**src/common/bank_pkg.sv**
```systemverilog
package bank_pkg;

  // Byte address width of the wide port.
  // Each bank sees an address of the same width.
  localparam int unsigned ADDR_W = 16;

  // Width of the wide data word.
  localparam int unsigned DATA_W = 64;

  // Number of parallel banks behind the splitter.
  localparam int unsigned NUM_BANKS = 4;

  // Data width of one bank.
  localparam int unsigned BANK_W = DATA_W / NUM_BANKS;

  // Byte strobes per bank and on the wide port.
  localparam int unsigned BANK_BYTES = BANK_W / 8;
  localparam int unsigned DATA_BYTES = DATA_W / 8;

  // Byte offset bits inside one wide word.
  // Banks ignore these when picking a row.
  localparam int unsigned OFFSET_W = $clog2(DATA_BYTES);

  // Row index width inside a bank.
  localparam int unsigned ROW_W = 8;
  localparam int unsigned ROWS  = 2 ** ROW_W;

  // Depth of each per-bank request FIFO and response FIFO.
  localparam int unsigned FIFO_DEPTH = 2;

  // Outstanding skipped-write records.
  // The record FIFO holds one more entry than this.
  localparam int unsigned MAX_TRANS = 2;
  localparam int unsigned REC_DEPTH = MAX_TRANS + 1;

  // Bank writes with an all-zero strobe are not issued when set.
  localparam bit HIDE_STRB = 1'b1;

  // Width of one packed bank request.
  // Layout is address, write data, strobe, write enable.
  localparam int unsigned BANK_REQ_W = ADDR_W + BANK_W + BANK_BYTES + 1;

endpackage

```
**src/mem_split/mem_split.sv**
```systemverilog
module mem_split (
  input  logic                                                  clk_i,
  input  logic                                                  reset_i,
  // Wide request side.
  input  logic                                                  req_i,
  output logic                                                  gnt_o,
  input  logic [bank_pkg::ADDR_W-1:0]                           addr_i,
  input  logic                                                  we_i,
  input  logic [bank_pkg::DATA_W-1:0]                           wdata_i,
  input  logic [bank_pkg::DATA_BYTES-1:0]                       strb_i,
  // Wide response side.
  output logic                                                  rvalid_o,
  output logic [bank_pkg::DATA_W-1:0]                           rdata_o,
  // Bank request side.
  output logic [bank_pkg::NUM_BANKS-1:0]                        bank_req_o,
  input  logic [bank_pkg::NUM_BANKS-1:0]                        bank_gnt_i,
  output logic [bank_pkg::NUM_BANKS-1:0][bank_pkg::ADDR_W-1:0]     bank_addr_o,
  output logic [bank_pkg::NUM_BANKS-1:0]                        bank_we_o,
  output logic [bank_pkg::NUM_BANKS-1:0][bank_pkg::BANK_W-1:0]     bank_wdata_o,
  output logic [bank_pkg::NUM_BANKS-1:0][bank_pkg::BANK_BYTES-1:0] bank_strb_o,
  // Bank response side.
  input  logic [bank_pkg::NUM_BANKS-1:0]                        bank_rvalid_i,
  input  logic [bank_pkg::NUM_BANKS-1:0][bank_pkg::BANK_W-1:0]     bank_rdata_i
);

  logic req_xfer;
  logic [bank_pkg::ADDR_W-1:0] addr_aligned;

  // Per-bank request FIFO signals.
  logic [bank_pkg::NUM_BANKS-1:0][bank_pkg::BANK_REQ_W-1:0] req_in;
  logic [bank_pkg::NUM_BANKS-1:0][bank_pkg::BANK_REQ_W-1:0] req_head;
  logic [bank_pkg::NUM_BANKS-1:0] req_full;
  logic [bank_pkg::NUM_BANKS-1:0] req_empty;
  logic [bank_pkg::NUM_BANKS-1:0] req_pop;
  logic [bank_pkg::NUM_BANKS-1:0] head_skip;

  // Per-bank response FIFO signals.
  logic [bank_pkg::NUM_BANKS-1:0][bank_pkg::BANK_W-1:0] resp_data;
  logic [bank_pkg::NUM_BANKS-1:0] resp_full;
  logic [bank_pkg::NUM_BANKS-1:0] resp_empty;
  logic [bank_pkg::NUM_BANKS-1:0] resp_pop;

  // Skipped-write record signals.
  logic [bank_pkg::NUM_BANKS-1:0] in_skip;
  logic [bank_pkg::NUM_BANKS-1:0] rec_skip;
  logic rec_full;
  logic rec_empty;

  assign req_xfer = req_i && gnt_o;

  // Drop the byte offset; each bank adds its own lane offset.
  assign addr_aligned = {addr_i[bank_pkg::ADDR_W-1:bank_pkg::OFFSET_W],
                         {bank_pkg::OFFSET_W{1'b0}}};

  for (genvar i = 0; i < bank_pkg::NUM_BANKS; i++) begin : gen_bank
    // Bank slice of the wide request.
    assign req_in[i] = {addr_aligned + bank_pkg::ADDR_W'(i * bank_pkg::BANK_BYTES),
                        wdata_i[i*bank_pkg::BANK_W +: bank_pkg::BANK_W],
                        strb_i[i*bank_pkg::BANK_BYTES +: bank_pkg::BANK_BYTES],
                        we_i};

    // A zero-strobe write on the way in is noted in the record.
    assign in_skip[i] = bank_pkg::HIDE_STRB && we_i &&
                        (strb_i[i*bank_pkg::BANK_BYTES +: bank_pkg::BANK_BYTES] == '0);

    req_fifo #(
      .DEPTH        (bank_pkg::FIFO_DEPTH),
      .WIDTH        (bank_pkg::BANK_REQ_W),
      .FALL_THROUGH (1'b1)
    ) u_req_fifo (
      .clk_i   (clk_i),
      .reset_i (reset_i),
      .push_i  (req_xfer),
      .data_i  (req_in[i]),
      .full_o  (req_full[i]),
      .pop_i   (req_pop[i]),
      .data_o  (req_head[i]),
      .empty_o (req_empty[i])
    );

    // Unpack the head entry onto the bank port.
    assign bank_addr_o[i]  = req_head[i][bank_pkg::BANK_W + bank_pkg::BANK_BYTES + 1
                                         +: bank_pkg::ADDR_W];
    assign bank_wdata_o[i] = req_head[i][bank_pkg::BANK_BYTES + 1 +: bank_pkg::BANK_W];
    assign bank_strb_o[i]  = req_head[i][1 +: bank_pkg::BANK_BYTES];
    assign bank_we_o[i]    = req_head[i][0];

    // Zero-strobe writes at the head are dropped without a bank access.
    assign head_skip[i]  = bank_pkg::HIDE_STRB && bank_we_o[i] && (bank_strb_o[i] == '0);
    assign bank_req_o[i] = !req_empty[i] && !head_skip[i];
    assign req_pop[i]    = !req_empty[i] && (head_skip[i] || bank_gnt_i[i]);

    req_fifo #(
      .DEPTH        (bank_pkg::FIFO_DEPTH),
      .WIDTH        (bank_pkg::BANK_W),
      .FALL_THROUGH (1'b1)
    ) u_resp_fifo (
      .clk_i   (clk_i),
      .reset_i (reset_i),
      .push_i  (bank_rvalid_i[i]),
      .data_i  (bank_rdata_i[i]),
      .full_o  (resp_full[i]),
      .pop_i   (resp_pop[i]),
      .data_o  (resp_data[i]),
      .empty_o (resp_empty[i])
    );

    // Skipped banks have no reply to consume.
    assign resp_pop[i] = rvalid_o && !rec_skip[i];

    // A bank reply must never be dropped by its response FIFO.
    a_resp_room : assert property (@(posedge clk_i) disable iff (reset_i)
      bank_rvalid_i[i] |-> (!resp_full[i] || resp_pop[i]))
      else $error("bank %0d reply with response FIFO full", i);
  end

  // One record per accepted request, in request order.
  req_fifo #(
    .DEPTH        (bank_pkg::REC_DEPTH),
    .WIDTH        (bank_pkg::NUM_BANKS),
    .FALL_THROUGH (1'b0)
  ) u_rec_fifo (
    .clk_i   (clk_i),
    .reset_i (reset_i),
    .push_i  (req_xfer),
    .data_i  (in_skip),
    .full_o  (rec_full),
    .pop_i   (rvalid_o),
    .data_o  (rec_skip),
    .empty_o (rec_empty)
  );

  // Accept only when every buffer has room.
  assign gnt_o = !(|req_full) && !(|resp_full) && !rec_full;

  // Join once every bank has replied or was skipped.
  assign rvalid_o = !rec_empty && (&(~resp_empty | rec_skip));
  assign rdata_o  = resp_data;

  // Bank replies are only held while a request is outstanding.
  a_resp_has_rec : assert property (@(posedge clk_i) disable iff (reset_i)
    rec_empty |-> (&resp_empty))
    else $error("bank reply without outstanding request");

endmodule

```
**src/req_fifo.sv**
```systemverilog
module req_fifo #(
  parameter int unsigned DEPTH        = 2,
  parameter int unsigned WIDTH        = 8,
  parameter bit          FALL_THROUGH = 1'b0
) (
  input  logic             clk_i,
  input  logic             reset_i,
  input  logic             push_i,
  input  logic [WIDTH-1:0] data_i,
  output logic             full_o,
  input  logic             pop_i,
  output logic [WIDTH-1:0] data_o,
  output logic             empty_o
);

  // Pointer and counter widths.
  localparam int unsigned PTR_W = (DEPTH > 1) ? $clog2(DEPTH) : 1;
  localparam int unsigned CNT_W = $clog2(DEPTH + 1);

  // Storage array.
  logic [WIDTH-1:0] mem_q [DEPTH];

  logic [PTR_W-1:0] wr_ptr_q;
  logic [PTR_W-1:0] rd_ptr_q;
  logic [CNT_W-1:0] count_q;

  logic stored_empty;
  logic bypass;
  logic write_en;
  logic read_en;

  // Advance a pointer with wrap at DEPTH.
  function automatic logic [PTR_W-1:0] next_ptr(input logic [PTR_W-1:0] ptr);
    logic [PTR_W-1:0] nxt;
    nxt = (ptr == PTR_W'(DEPTH - 1)) ? '0 : ptr + 1'b1;
    return nxt;
  endfunction

  assign stored_empty = (count_q == '0);
  assign full_o       = (count_q == CNT_W'(DEPTH));

  // In fall-through mode a push into an empty FIFO that is popped
  // at once never touches the storage.
  assign bypass   = FALL_THROUGH && stored_empty && push_i && pop_i;
  assign write_en = push_i && !bypass;
  assign read_en  = pop_i && !stored_empty && !bypass;

  // Head of the FIFO.
  // Fall-through shows the incoming word while nothing is stored.
  always_comb begin
    empty_o = stored_empty;
    data_o  = mem_q[rd_ptr_q];
    if (FALL_THROUGH && stored_empty) begin
      empty_o = !push_i;
      data_o  = data_i;
    end
  end

  // Pointers and entry count.
  always_ff @(posedge clk_i) begin
    if (reset_i) begin
      wr_ptr_q <= '0;
      rd_ptr_q <= '0;
      count_q  <= '0;
    end else begin
      if (write_en) begin
        wr_ptr_q <= next_ptr(wr_ptr_q);
      end
      if (read_en) begin
        rd_ptr_q <= next_ptr(rd_ptr_q);
      end
      count_q <= count_q + CNT_W'(write_en) - CNT_W'(read_en);
    end
  end

  // Payload storage.
  always_ff @(posedge clk_i) begin
    if (write_en) begin
      mem_q[wr_ptr_q] <= data_i;
    end
  end

  // The producer must respect full unless it pops in the same cycle.
  a_no_overflow : assert property (@(posedge clk_i) disable iff (reset_i)
    (push_i && full_o) |-> pop_i)
    else $error("req_fifo push while full");

  // The consumer only pops a valid head.
  a_no_underflow : assert property (@(posedge clk_i) disable iff (reset_i)
    pop_i |-> !empty_o)
    else $error("req_fifo pop while empty");

endmodule

```
**config.mk**
```make
export PLATFORM = sky130hd
export DESIGN_NAME = mem_split
export DESIGN_NICKNAME = d
export VERILOG_FILES = /design/src/common/bank_pkg.sv /design/src/mem_split/mem_split.sv /design/src/req_fifo.sv
export SDC_FILE = /design/constraint.sdc
export NUM_CORES = 1
export LEC_CHECK = 0
export ABC_CLOCK_PERIOD_IN_PS = 6000
export BUFFER_PORTS_ARGS = -buffer_cell sky130_fd_sc_hd__buf_4
export CAP_MARGIN = 10
export CELL_PAD_IN_SITES_DETAIL_PLACEMENT = 1
export CELL_PAD_IN_SITES_GLOBAL_PLACEMENT = 1
export CORE_UTILIZATION = 35
export CTS_CLUSTER_SIZE = 16
export DETAILED_ROUTE_END_ITERATION = 7
export MAX_ROUTING_LAYER = met4
export PLACE_DENSITY_LB_ADDON = 0.1
export SYNTH_ARGS = -nofsm -noshare
export SYNTH_HDL_FRONTEND = slang
export SYNTH_HIERARCHICAL = 1
export SYNTH_SLANG_ARGS = --single-unit
```
**constraint.sdc**
```tcl
create_clock -name clk_i -period 6 [get_ports clk_i]
set_clock_uncertainty 0.1 [all_clocks]
set_input_delay 0.6 -clock clk_i [delete_from_list [all_inputs] [get_ports clk_i]]
set_output_delay 0.6 -clock clk_i [all_outputs]
set_load 0.03 [all_outputs]
```
==> impl_metrics.toml, run 1 <==
[finish]
multiInputGateArea_sq_mm = 0.005680
fillers = 5710
seq_area_sq_mm = 0.01358
layout-drive-gt1-share_pct = 27.62
nets = 2020
area_growth_pct = 27.35

[logic_synthesis]
synth_area_leaders = "edfxtp_1, mux2i_1, dfxtp_1"
synthTopCellsByCount = "edfxtp_1, mux2i_1, o21ai_0"
seq_area_frac_synth_pct = 69.23
synth_top_area_share_pct = 64.33
synth_top_area_cell = "edfxtp_1"
synth-seq-cells = 468
ys_warn_count = 6
syn_area_per_cell_sq_um = 13.79
synthMostInstantiatedCell = "edfxtp_1"
synthFlopType = "edfxtp_1"
syn_area_sq_mm = 0.01961
synthCells = 1422
postSynth.asyncResetShare_pct = 0
synth_cell_types = 41
synth_edf_count = 420

[global_routing]
use_met1_pct = 20.09
track_usage_pct = 17.25
grt_pass1_wl_microns = 73130
grt-busiest-layer = "met2"
grt_util_met3_pct = 4.896
antenna_found_initial = 1
grt_pass1_vias = 12730
grt.overflow.total = 0
grt_max_degree = 66
grt_use_met2_pct = 28.87

[routing]
detail-route-antenna-nets = 0
wl_per_cell_microns = 18.43
first_iter_violations = 464
vias = 12300
drc = 0
viasPerCell = 4.668
wl_microns = 48560
dr.pass1.iters = 4

[clocking]
post_cts_buffers = 0
cts_resized = 0
cts-hold-fix-buffers = 0
cts_tree = "yes"
clkLatencyLatePin_ns = 0.59
cts-buffers-inserted = 52
htreeDepth = 2
cts_sinks = 468
cts_root_buf = "clkbuf_16"
clk_pin_slew_ns = 0.06
clockBufferDepth = 3

[critical_path]
startpoint_type = "register"
r2r_cells = 10
crit_chain = "nor2b_1, nor4_1, nand2_1, nor4_2, buf_4, nor2_1, nor2_1, buf_4"
crit_type = "reg2out"
crit_slowest_cell = "nor4_2"
path_max_fanout = 11
r2r_start = "gen_bank[3].u_resp_fifo/count_q[1]$_SDFF_PP0_"
max_stage_delay_ns = 0.86
reg2reg_to = "gen_bank[2].u_req_fifo/mem_q[1][8]$_DFFE_PP_"
critPathRequiredTime_ns = 5.30
arrival_ns = 3.22
r2r_slack_ns = 2.15
worstSetupEndpointType = "output port"

[die]
core_sq_mm = 0.05520
start_util_pct = 35.52
die_area_sq_mm = 0.05697
num_rows = 86
die_w_microns = 238.7
die_h_microns = 238.7
io_pins = 374

[sta]
worst_pin_slew_ns = 1.172
min_period_ns = 3.916
fin_setup_tns_ns = 0
finalHoldViolCount = 0
max_freq_mhz = 255.4
fin_crit_sh_pct = 65.27
rsz0062_at_grt = "false"
drv_slew = 0
holdWs_ns = 0.08992
finalSetupViolCount = 0
slew_headroom_pct = 21.89

[placement]
place_hpwl_microns = 32250
routabilityCongestion = 0.7457
numPortBuffers = 370

[min_path]
hp-start = "wdata_i[15]"
hold_depth = 1
holdPathEnd = "gen_bank[0].u_req_fifo/mem_q[0][18]$_DFFE_PP_"
hold_path.class = "in2reg"

[power_and_ir_drop]
powerDensity_mw_per_mm2 = 519.8
ir_drop_mv = 0.3095
total_leakage_power_nw = 9.241

[status]
status = "finished, final reports clean"

[run]
drv_cap = 0
[metal layers]
layer	routed length (microns)	up-vias
met5	0	-
met4	982	0
met3	3223	69
met2	24410	227
met1	19940	6001
li1	-	6003
[power by group]
part	total (mW)	switching [mW]	internal, mW	leakage [nW]
logic	5.21	3.49	1.72	4.15
clock network	3.12	1.30	1.82	0.818
registers	4.65	0.272	4.38	4.28
total	13.0	5.05	7.92	9.24
[metrics by stage]
step | instances | total power, mW | setup slack, ns | cell area (sq um) | utilization [%]
2_1_floorplan | 1456 | 8.044 | 0.09831 | 19730 | -
3_3_place_gp | 2537 | 9.945 | 2.118 | 23300 | 42.21
3_5_place_dp | 2537 | 10.03 | 2.094 | 23300 | 42.21
4_1_cts | 2634 | 13.22 | 1.974 | 24960 | 45.22
5_1_grt | 2635 | 13.68 | 1.787 | 24970 | 45.23
6_report | 2635 | 12.98 | 2.084 | 24970 | 45.23
[sequential cells by signal, indices dropped and copies added (netlist names), named ones only]
signal and flops:
u_rec_fifo/wr_ptr_q 2, gen_bank.u_resp_fifo/mem_q 128, gen_bank.u_resp_fifo/count_q 8, gen_bank.u_req_fifo/count_q 8, u_rec_fifo/rd_ptr_q 2, gen_bank.u_req_fifo/mem_q 280, gen_bank.u_resp_fifo/rd_ptr_q 4, gen_bank.u_resp_fifo/wr_ptr_q 4
u_rec_fifo/count_q 2, gen_bank.u_req_fifo/wr_ptr_q 4, gen_bank.u_req_fifo/rd_ptr_q 4, u_rec_fifo/mem_q 12
[logic make-up (layout without fill, tap and decap cells)]
family	after synthesis	after routing	synth area share (%)
buffers and inverters	92	522	2.783
adder cells (fa/ha/maj)	13	13	0.8297
flip-flops	468	468	69.23
other	2	37	0.03831
multiplexers	218	218	11.27
XOR/XNOR	12	12	0.5361
AO/OA/AOI/OAI	244	244	6.644
AND/OR/NAND/NOR	373	373	8.667
[how the worst max path moves through the flow]
| stage | end | slack (ns) | cells past startpoint | from |
|---|---|---|---|---|
| global placement | gen_bank[3].u_req_fifo/mem_q[1][16]$_DFFE_PP_ | 2.12 | 10 | gen_bank[0].u_resp_fifo/count_q[1]$_SDFF_PP0_ |
| detailed placement | gen_bank[2].u_req_fifo/mem_q[1][8]$_DFFE_PP_ | 2.09 | 10 | gen_bank[0].u_resp_fifo/count_q[1]$_SDFF_PP0_ |
| floorplan | gen_bank[0].u_req_fifo/mem_q[1][0]$_DFFE_PP_ | 0.1 | 6 | gen_bank[0].u_resp_fifo/count_q[1]$_SDFF_PP0_ |
| CTS | bank_req_o[3] | 1.97 | 8 | gen_bank[3].u_resp_fifo/count_q[1]$_SDFF_PP0_ |
| global route | bank_req_o[3] | 1.79 | 8 | gen_bank[0].u_resp_fifo/count_q[1]$_SDFF_PP0_ |
| finish | bank_req_o[3] | 2.08 | 8 | gen_bank[3].u_resp_fifo/count_q[1]$_SDFF_PP0_ |
[worst max-delay path, delay by kind of cell, from the launching register on]
kind	cells	cell delay [ns]
buf+inv	2	0.51
simple gates	6	1.79
flops	1	0.33
[final cells by class]
cell class,count,area share (%)
clock inverter,29,1.037
multi-input combinational,896,22.75
timing repair buffer,403,12.12
tap,748,3.749
inverter,22,0.3308
antenna,1,0.01002
clock buffer,68,5.618
sequential,468,54.39
[cell usage in the layout (no fill, tap or decap), types with 5 or more instances in the layout]
cell	count
clkinv_2	15
conb_1	36
nand2_1	149
nor2_1	131
buf_4	403
xor2_1	12
dfxtp_1	44
nor3b_2	7
edfxtp_1	420
nor3b_1	13
nor2b_1	26
clkbuf_16	53
clkbuf_1	13
nor3_2	5
o21ai_0	157
a21oi_1	73
inv_1	22
mux2i_1	208
ha_1	13
nand2b_1	10
(Power assumes the default switching activity.)
==> run 2, diff against run 1 <==
Settings changed: ABC_AREA from default to 1, ABC_CLOCK_PERIOD_IN_PS 6000 to 3500.
Clock period 6 ns to 3.5 ns, I/O delays scaled along.
==> run 2 against run 1 <==
Compared with the run above: hold slack worse by 0.053 ns; sequential power increased by 74%; synthesized cell count increased by 39%; utilization is 2.4 points higher; critical endpoint is now gen_bank[3].u_req_fifo/mem_q[0][29]$_DFFE_PP_; first-iteration DRC count up 38%.
==> impl_metrics.toml, run 2 <==
[logic_synthesis]
syn_area_sq_mm = 0.02033
seq_area_frac_synth_pct = 66.77
synthFlopType = "edfxtp_1"
synth-seq-cells = 468
synthCells = 1974
syn_area_per_cell_sq_um = 10.30
synthMostInstantiatedCell = "nand2_1"
synth_compound_area_share_pct = 11.00
synth_edf_count = 420
synth_area_leaders = "edfxtp_1, nand2_1, o21ai_0"
synth_xor_area_share_pct = 0
muxShareOfSynthArea_pct = 0
synth_cell_types = 26
synth_top_family_by_area = "simple AND/OR/NAND/NOR gates"
postSynth.asyncResetShare_pct = 0
synth_fa_ha_area_share_pct = 0.8001
synth_top_area_share_pct = 62.04
synth-simple-area-share_pct = 13.21
synth_top_area_cell = "edfxtp_1"
ys_warn_count = 6
synthTopCellsByCount = "nand2_1, edfxtp_1, o21ai_0"

[run]
drv_cap = 0

[finish]
nets = 2707
regMostFlops = "gen_bank.u_req_fifo/mem_q"
instances_no_fill = 3326
largest_register_ffs = 280
area_growth_pct = 33.35
top_regs = "gen_bank.u_req_fifo/mem_q x280, gen_bank.u_resp_fifo/mem_q x128, u_rec_fifo/mem_q x12"
final_area_sq_mm = 0.02711
final_common_cell = "nand2_1"
final_cell_mix = "nand2_1, edfxtp_1, buf_4"
final_util_pct = 47.61
num_antenna_cells = 0
layout-drive-gt1-share_pct = 19.81

[routing]
first_iter_violations = 642
wl_per_cell_microns = 16.22
dr.pass1.iters = 5
vias = 15270
detail-route-antenna-nets = 0
wl_microns = 53940
drc = 0
viasPerCell = 4.592

[critical_path]
crit_type = "reg2reg"
crit_slowest_cell = "nor2_4"
arrival_ns = 3.09
r2r_slack_ns = 0.51
crit_top_cell = "nor2_1"
critPathRequiredTime_ns = 3.61
path_max_fanout = 35
crit_chain = "inv_1, nor2_1, nor2_1, nand3_1, nor3_4, buf_12, nor2_1, a21oi_1, nand2_1, nand2_1, nor2_4"
crit_start = "gen_bank[1].u_resp_fifo/count_q[1]$_SDFF_PP0_"
worstSetupEndpointType = "register"
max_stage_delay_ns = 0.85
r2r_start = "gen_bank[1].u_resp_fifo/count_q[1]$_SDFF_PP0_"
startpoint_type = "register"

[sta]
min_period_ns = 2.985
setup_slack_ns = 0.5149
max_freq_mhz = 335.0
fin_setup_tns_ns = 0
holdWs_ns = 0.03651
finalSetupViolCount = 0
worst_pin_slew_ns = 1.122
fin_crit_sh_pct = 85.29
drv_slew = 0
rsz0062_at_grt = "false"
finalHoldViolCount = 0
slew_headroom_pct = 25.03

[power_and_ir_drop]
powerDensity_mw_per_mm2 = 850.6
total_leakage_power_nw = 11.26
fin_total_pwr_mw = 23.06
ir_drop_mv = 0.4975

[placement]
dp.cells = 3077
place_hpwl_microns = 35830
routabilityCongestion = 0.7646
placed_area_sq_mm = 0.02396
dp_slack_ns = 0.4711
numPortBuffers = 370

[die]
die_area_sq_mm = 0.05905
die_w_microns = 243
num_rows = 87
io_pins = 374
start_util_pct = 35.71
die_h_microns = 243
core_sq_mm = 0.05693

[clocking]
cts_root_buf = "clkbuf_16"
cts_sinks = 468
cts_tree = "yes"
post_cts_buffers = 0
cts-hold-fix-buffers = 154
clk_pin_slew_ns = 0.06
cts_resized = 0
htreeDepth = 2
clockBufferDepth = 3
cts-buffers-inserted = 53
clkLatencyLatePin_ns = 0.59

[status]
status = "finished, final reports clean"

[min_path]
hold_path.class = "in2reg"
hp-start = "we_i"

[global_routing]
grt_pass1_vias = 15680
track_usage_pct = 18.65
grt_max_degree = 55
grt_pass1_wl_microns = 84720
antenna_found_initial = 0
grt.overflow.total = 0
-- run 2: changes by cell type after synthesis, sizes merged, moves of 10 or more --
cell	delta
o21ai	+251
nor3b	-20
inv	+293
nor2b	-26
xor2	-12
nand3	+27
clkbuf	+10
nand2b	-10
nor2	-29
mux2	-10
a21oi	-46
mux2i	-208
nand2	+354
-- run 2: final timing paths --
| check | endpoint | cells after the start |
|---|---|---|
| max | gen_bank[3].u_req_fifo/mem_q[0][29]$_DFFE_PP_ | 11 |
| min | gen_bank[0].u_req_fifo/mem_q[1][0]$_DFFE_PP_ | 1 |
| max reg2reg | gen_bank[3].u_req_fifo/mem_q[0][29]$_DFFE_PP_ | 11 |
| min reg2reg | u_rec_fifo/rd_ptr_q[1]$_SDFFE_PP0P_ | 2 |
-- run 2: routing by layer --
metal  track usage (%)  share of wire [%]  up-vias
li1                  -                  -     7593
met1             22.22                 43     7364
met2             31.66                 50      245
met3             4.091                5.0       70
met4             5.253                2.2        0
met5                 -                  0        -
-- run 2: critical path, delay by kind of cell, from the launching register on --
family                 cells  cell delay, ns
flip-flops                 1            0.42
AND/OR/NAND/NOR            8            1.70
AO/OA/AOI/OAI              1            0.09
buffers and inverters      2            0.27
-- run 2: cell type report --
type	count	area, sq um
Tap cell	756	945.9
Multi-Input combinational cell	1141	5261
Inverter	315	1182
Clock buffer	68	1404
Timing Repair Buffer	551	4534
Clock inverter	27	201.4
Sequential cell	468	13580
Fill cell	6300	29820
-- run 2: logic make-up (layout without fill, tap and decap cells) --
group / count (synthesis) / count (layout)
and+or+nand+nor: 647 / 647
DFF: 468 / 468
AOI/OAI and AO/OA: 445 / 445
buffers and inverters: 399 / 961
adders and majority gates: 13 / 13
other: 2 / 36
-- run 2: where the power goes --
group	total, mW	switching, mW	internal [mW]
registers	8.07	0.454	7.61
clock network	5.19	2.22	2.97
logic	9.79	6.79	3.01
==> run 3, diff against run 2 <==
Settings changed: PLACE_DENSITY from default to 0.69, PLACE_DENSITY_LB_ADDON 0.1 to default.
==> run 3 against run 2 <==
Compared with the run above: via count rose by 0.58%; die area did not move; non-clock buffer count fell by 4.
==> impl_metrics.toml, run 3 (synthesis gave the netlist of run 2 again) <==
[placement]
place_hpwl_microns = 35440
numPortBuffers = 370
routabilityCongestion = 0.7863

[min_path]
hold_depth = 2
hold_path.class = "in2reg"

[finish]
final_cell_mix = "nand2_1, edfxtp_1, buf_4"
nets = 2703
final_common_cell = "nand2_1"
largest_register_ffs = 280
final_util_pct = 47.99
top_regs = "gen_bank.u_req_fifo/mem_q x280, gen_bank.u_resp_fifo/mem_q x128, u_rec_fifo/mem_q x12"
regMostFlops = "gen_bank.u_req_fifo/mem_q"
layout-drive-gt1-share_pct = 20.16
area_growth_pct = 34.39

[clocking]
clk_pin_slew_ns = 0.06
cts_sinks = 468
clkLatencyLatePin_ns = 0.59
cts-buffers-inserted = 53
clockBufferDepth = 3
htreeDepth = 2
cts_root_buf = "clkbuf_16"
cts_tree = "yes"

[routing]
first_iter_violations = 620
dr.pass1.iters = 4
vias = 15360
wl_per_cell_microns = 16.65
drc = 0
wl_microns = 55400
viasPerCell = 4.616
detail-route-antenna-nets = 0

[sta]
slew_headroom_pct = 24.35
max_freq_mhz = 324.5
rsz0062_at_grt = "false"
drv_slew = 0
fin_crit_sh_pct = 88.04
finalHoldViolCount = 0
min_period_ns = 3.081
fin_setup_tns_ns = 0
worst_pin_slew_ns = 1.132
finalSetupViolCount = 0

[critical_path]
worstSetupEndpointType = "register"
crit_type = "reg2reg"
critPathRequiredTime_ns = 3.88
arrival_ns = 3.46
r2r_cells = 19
path_max_fanout = 5
startpoint_type = "register"

[die]
die_w_microns = 243
io_pins = 374
die_h_microns = 243
die_area_sq_mm = 0.05905
core_sq_mm = 0.05693
start_util_pct = 35.71
num_rows = 87

[power_and_ir_drop]
fin_total_pwr_mw = 23.72
powerDensity_mw_per_mm2 = 868.1
ir_drop_mv = 0.6357
total_leakage_power_nw = 11.35

[global_routing]
grt.overflow.total = 0
grt_pass1_wl_microns = 86730
grt_pass1_vias = 16410
track_usage_pct = 19.07
grt_use_met2_pct = 32.56
antenna_found_initial = 1
grt_util_met3_pct = 4.533
use_met1_pct = 21.82
grt-busiest-layer = "met2"
grt_max_degree = 57

[status]
status = "finished, final reports clean"

[run]
drv_cap = 0
[run 3: power breakdown]
part | internal, mW | switching [mW]
Combinational | 3.00 | 6.81
Sequential | 7.61 | 0.475
Clock | 3.60 | 2.21
Total | 14.2 | 9.50
[run 3: area by class of cell]
type | instances | area, sq um
diodes | 3 | 7.507
clock buffers | 75 | 1479
clock inverters | 23 | 349.1
fillers | 6307 | 29610
inverters | 315 | 1182
multi-input cells | 1141 | 5261
flip-flops and latches | 468 | 13580
well taps | 756 | 945.9
repair buffers | 547 | 4517
[run 3: per-stage QoR]
step	instances	area, sq um	hold slack, ns	worst slack [ns]
after floorplan	2008	20470	0.3191	0.1031
after global placement	3073	23940	0.3509	0.4450
after detailed placement	3073	23940	0.3684	0.3246
after CTS	3325	27310	0.009153	0.3190
after global routing	3326	27310	0.04752	0.08283
final	3328	27320	0.04753	0.4187
[run 3: repair_timing]
item,CTS,global route
setup buffers,0,0
setup endpoints to repair,0,0
gates resized for setup,0,0
hold buffers,154,0
endpoints found under the hold margin,392,0
[run 3: final timing paths]
| check | startpoint | end | slack (ns) |
|---|---|---|---|
| hold / removal | reset_i | gen_bank[3].u_resp_fifo/count_q[0]$_SDFF_PP0_ | 0.05 |
| setup / recovery | gen_bank[1].u_resp_fifo/count_q[0]$_SDFF_PP0_ | gen_bank[1].u_req_fifo/count_q[1]$_SDFF_PP0_ | 0.42 |
| setup reg to reg | gen_bank[1].u_resp_fifo/count_q[0]$_SDFF_PP0_ | gen_bank[1].u_req_fifo/count_q[1]$_SDFF_PP0_ | 0.42 |
| hold reg to reg | u_rec_fifo/wr_ptr_q[1]$_SDFFE_PP0P_ | u_rec_fifo/wr_ptr_q[1]$_SDFFE_PP0P_ | 0.37 |
[run 3: critical path, stage by stage (launching register included)]
cell	delay, ns
dfxtp_1	0.46
nor2_1	0.12
nor2_1	0.14
nand3_1	0.16
nor3_4	0.42
buf_4	0.22
nor2_1	0.06
a21oi_1	0.22
inv_1	0.07
nor2_1	0.23
nand2_1	0.10
o21ai_0	0.11
ha_1	0.21
inv_1	0.05
nand2_1	0.06
nand2_1	0.07
inv_1	0.06
nand2_1	0.05
inv_1	0.04
nor2_1	0.04
[run 3: routing by layer]
metal	routed length, microns	part of all wire, %	vias to the layer above
li1	-	-	7580
met1	22770	41	7334
met2	27680	50	342
met3	3284	5.9	105
met4	1666	3.0	0
met5	0	0	-
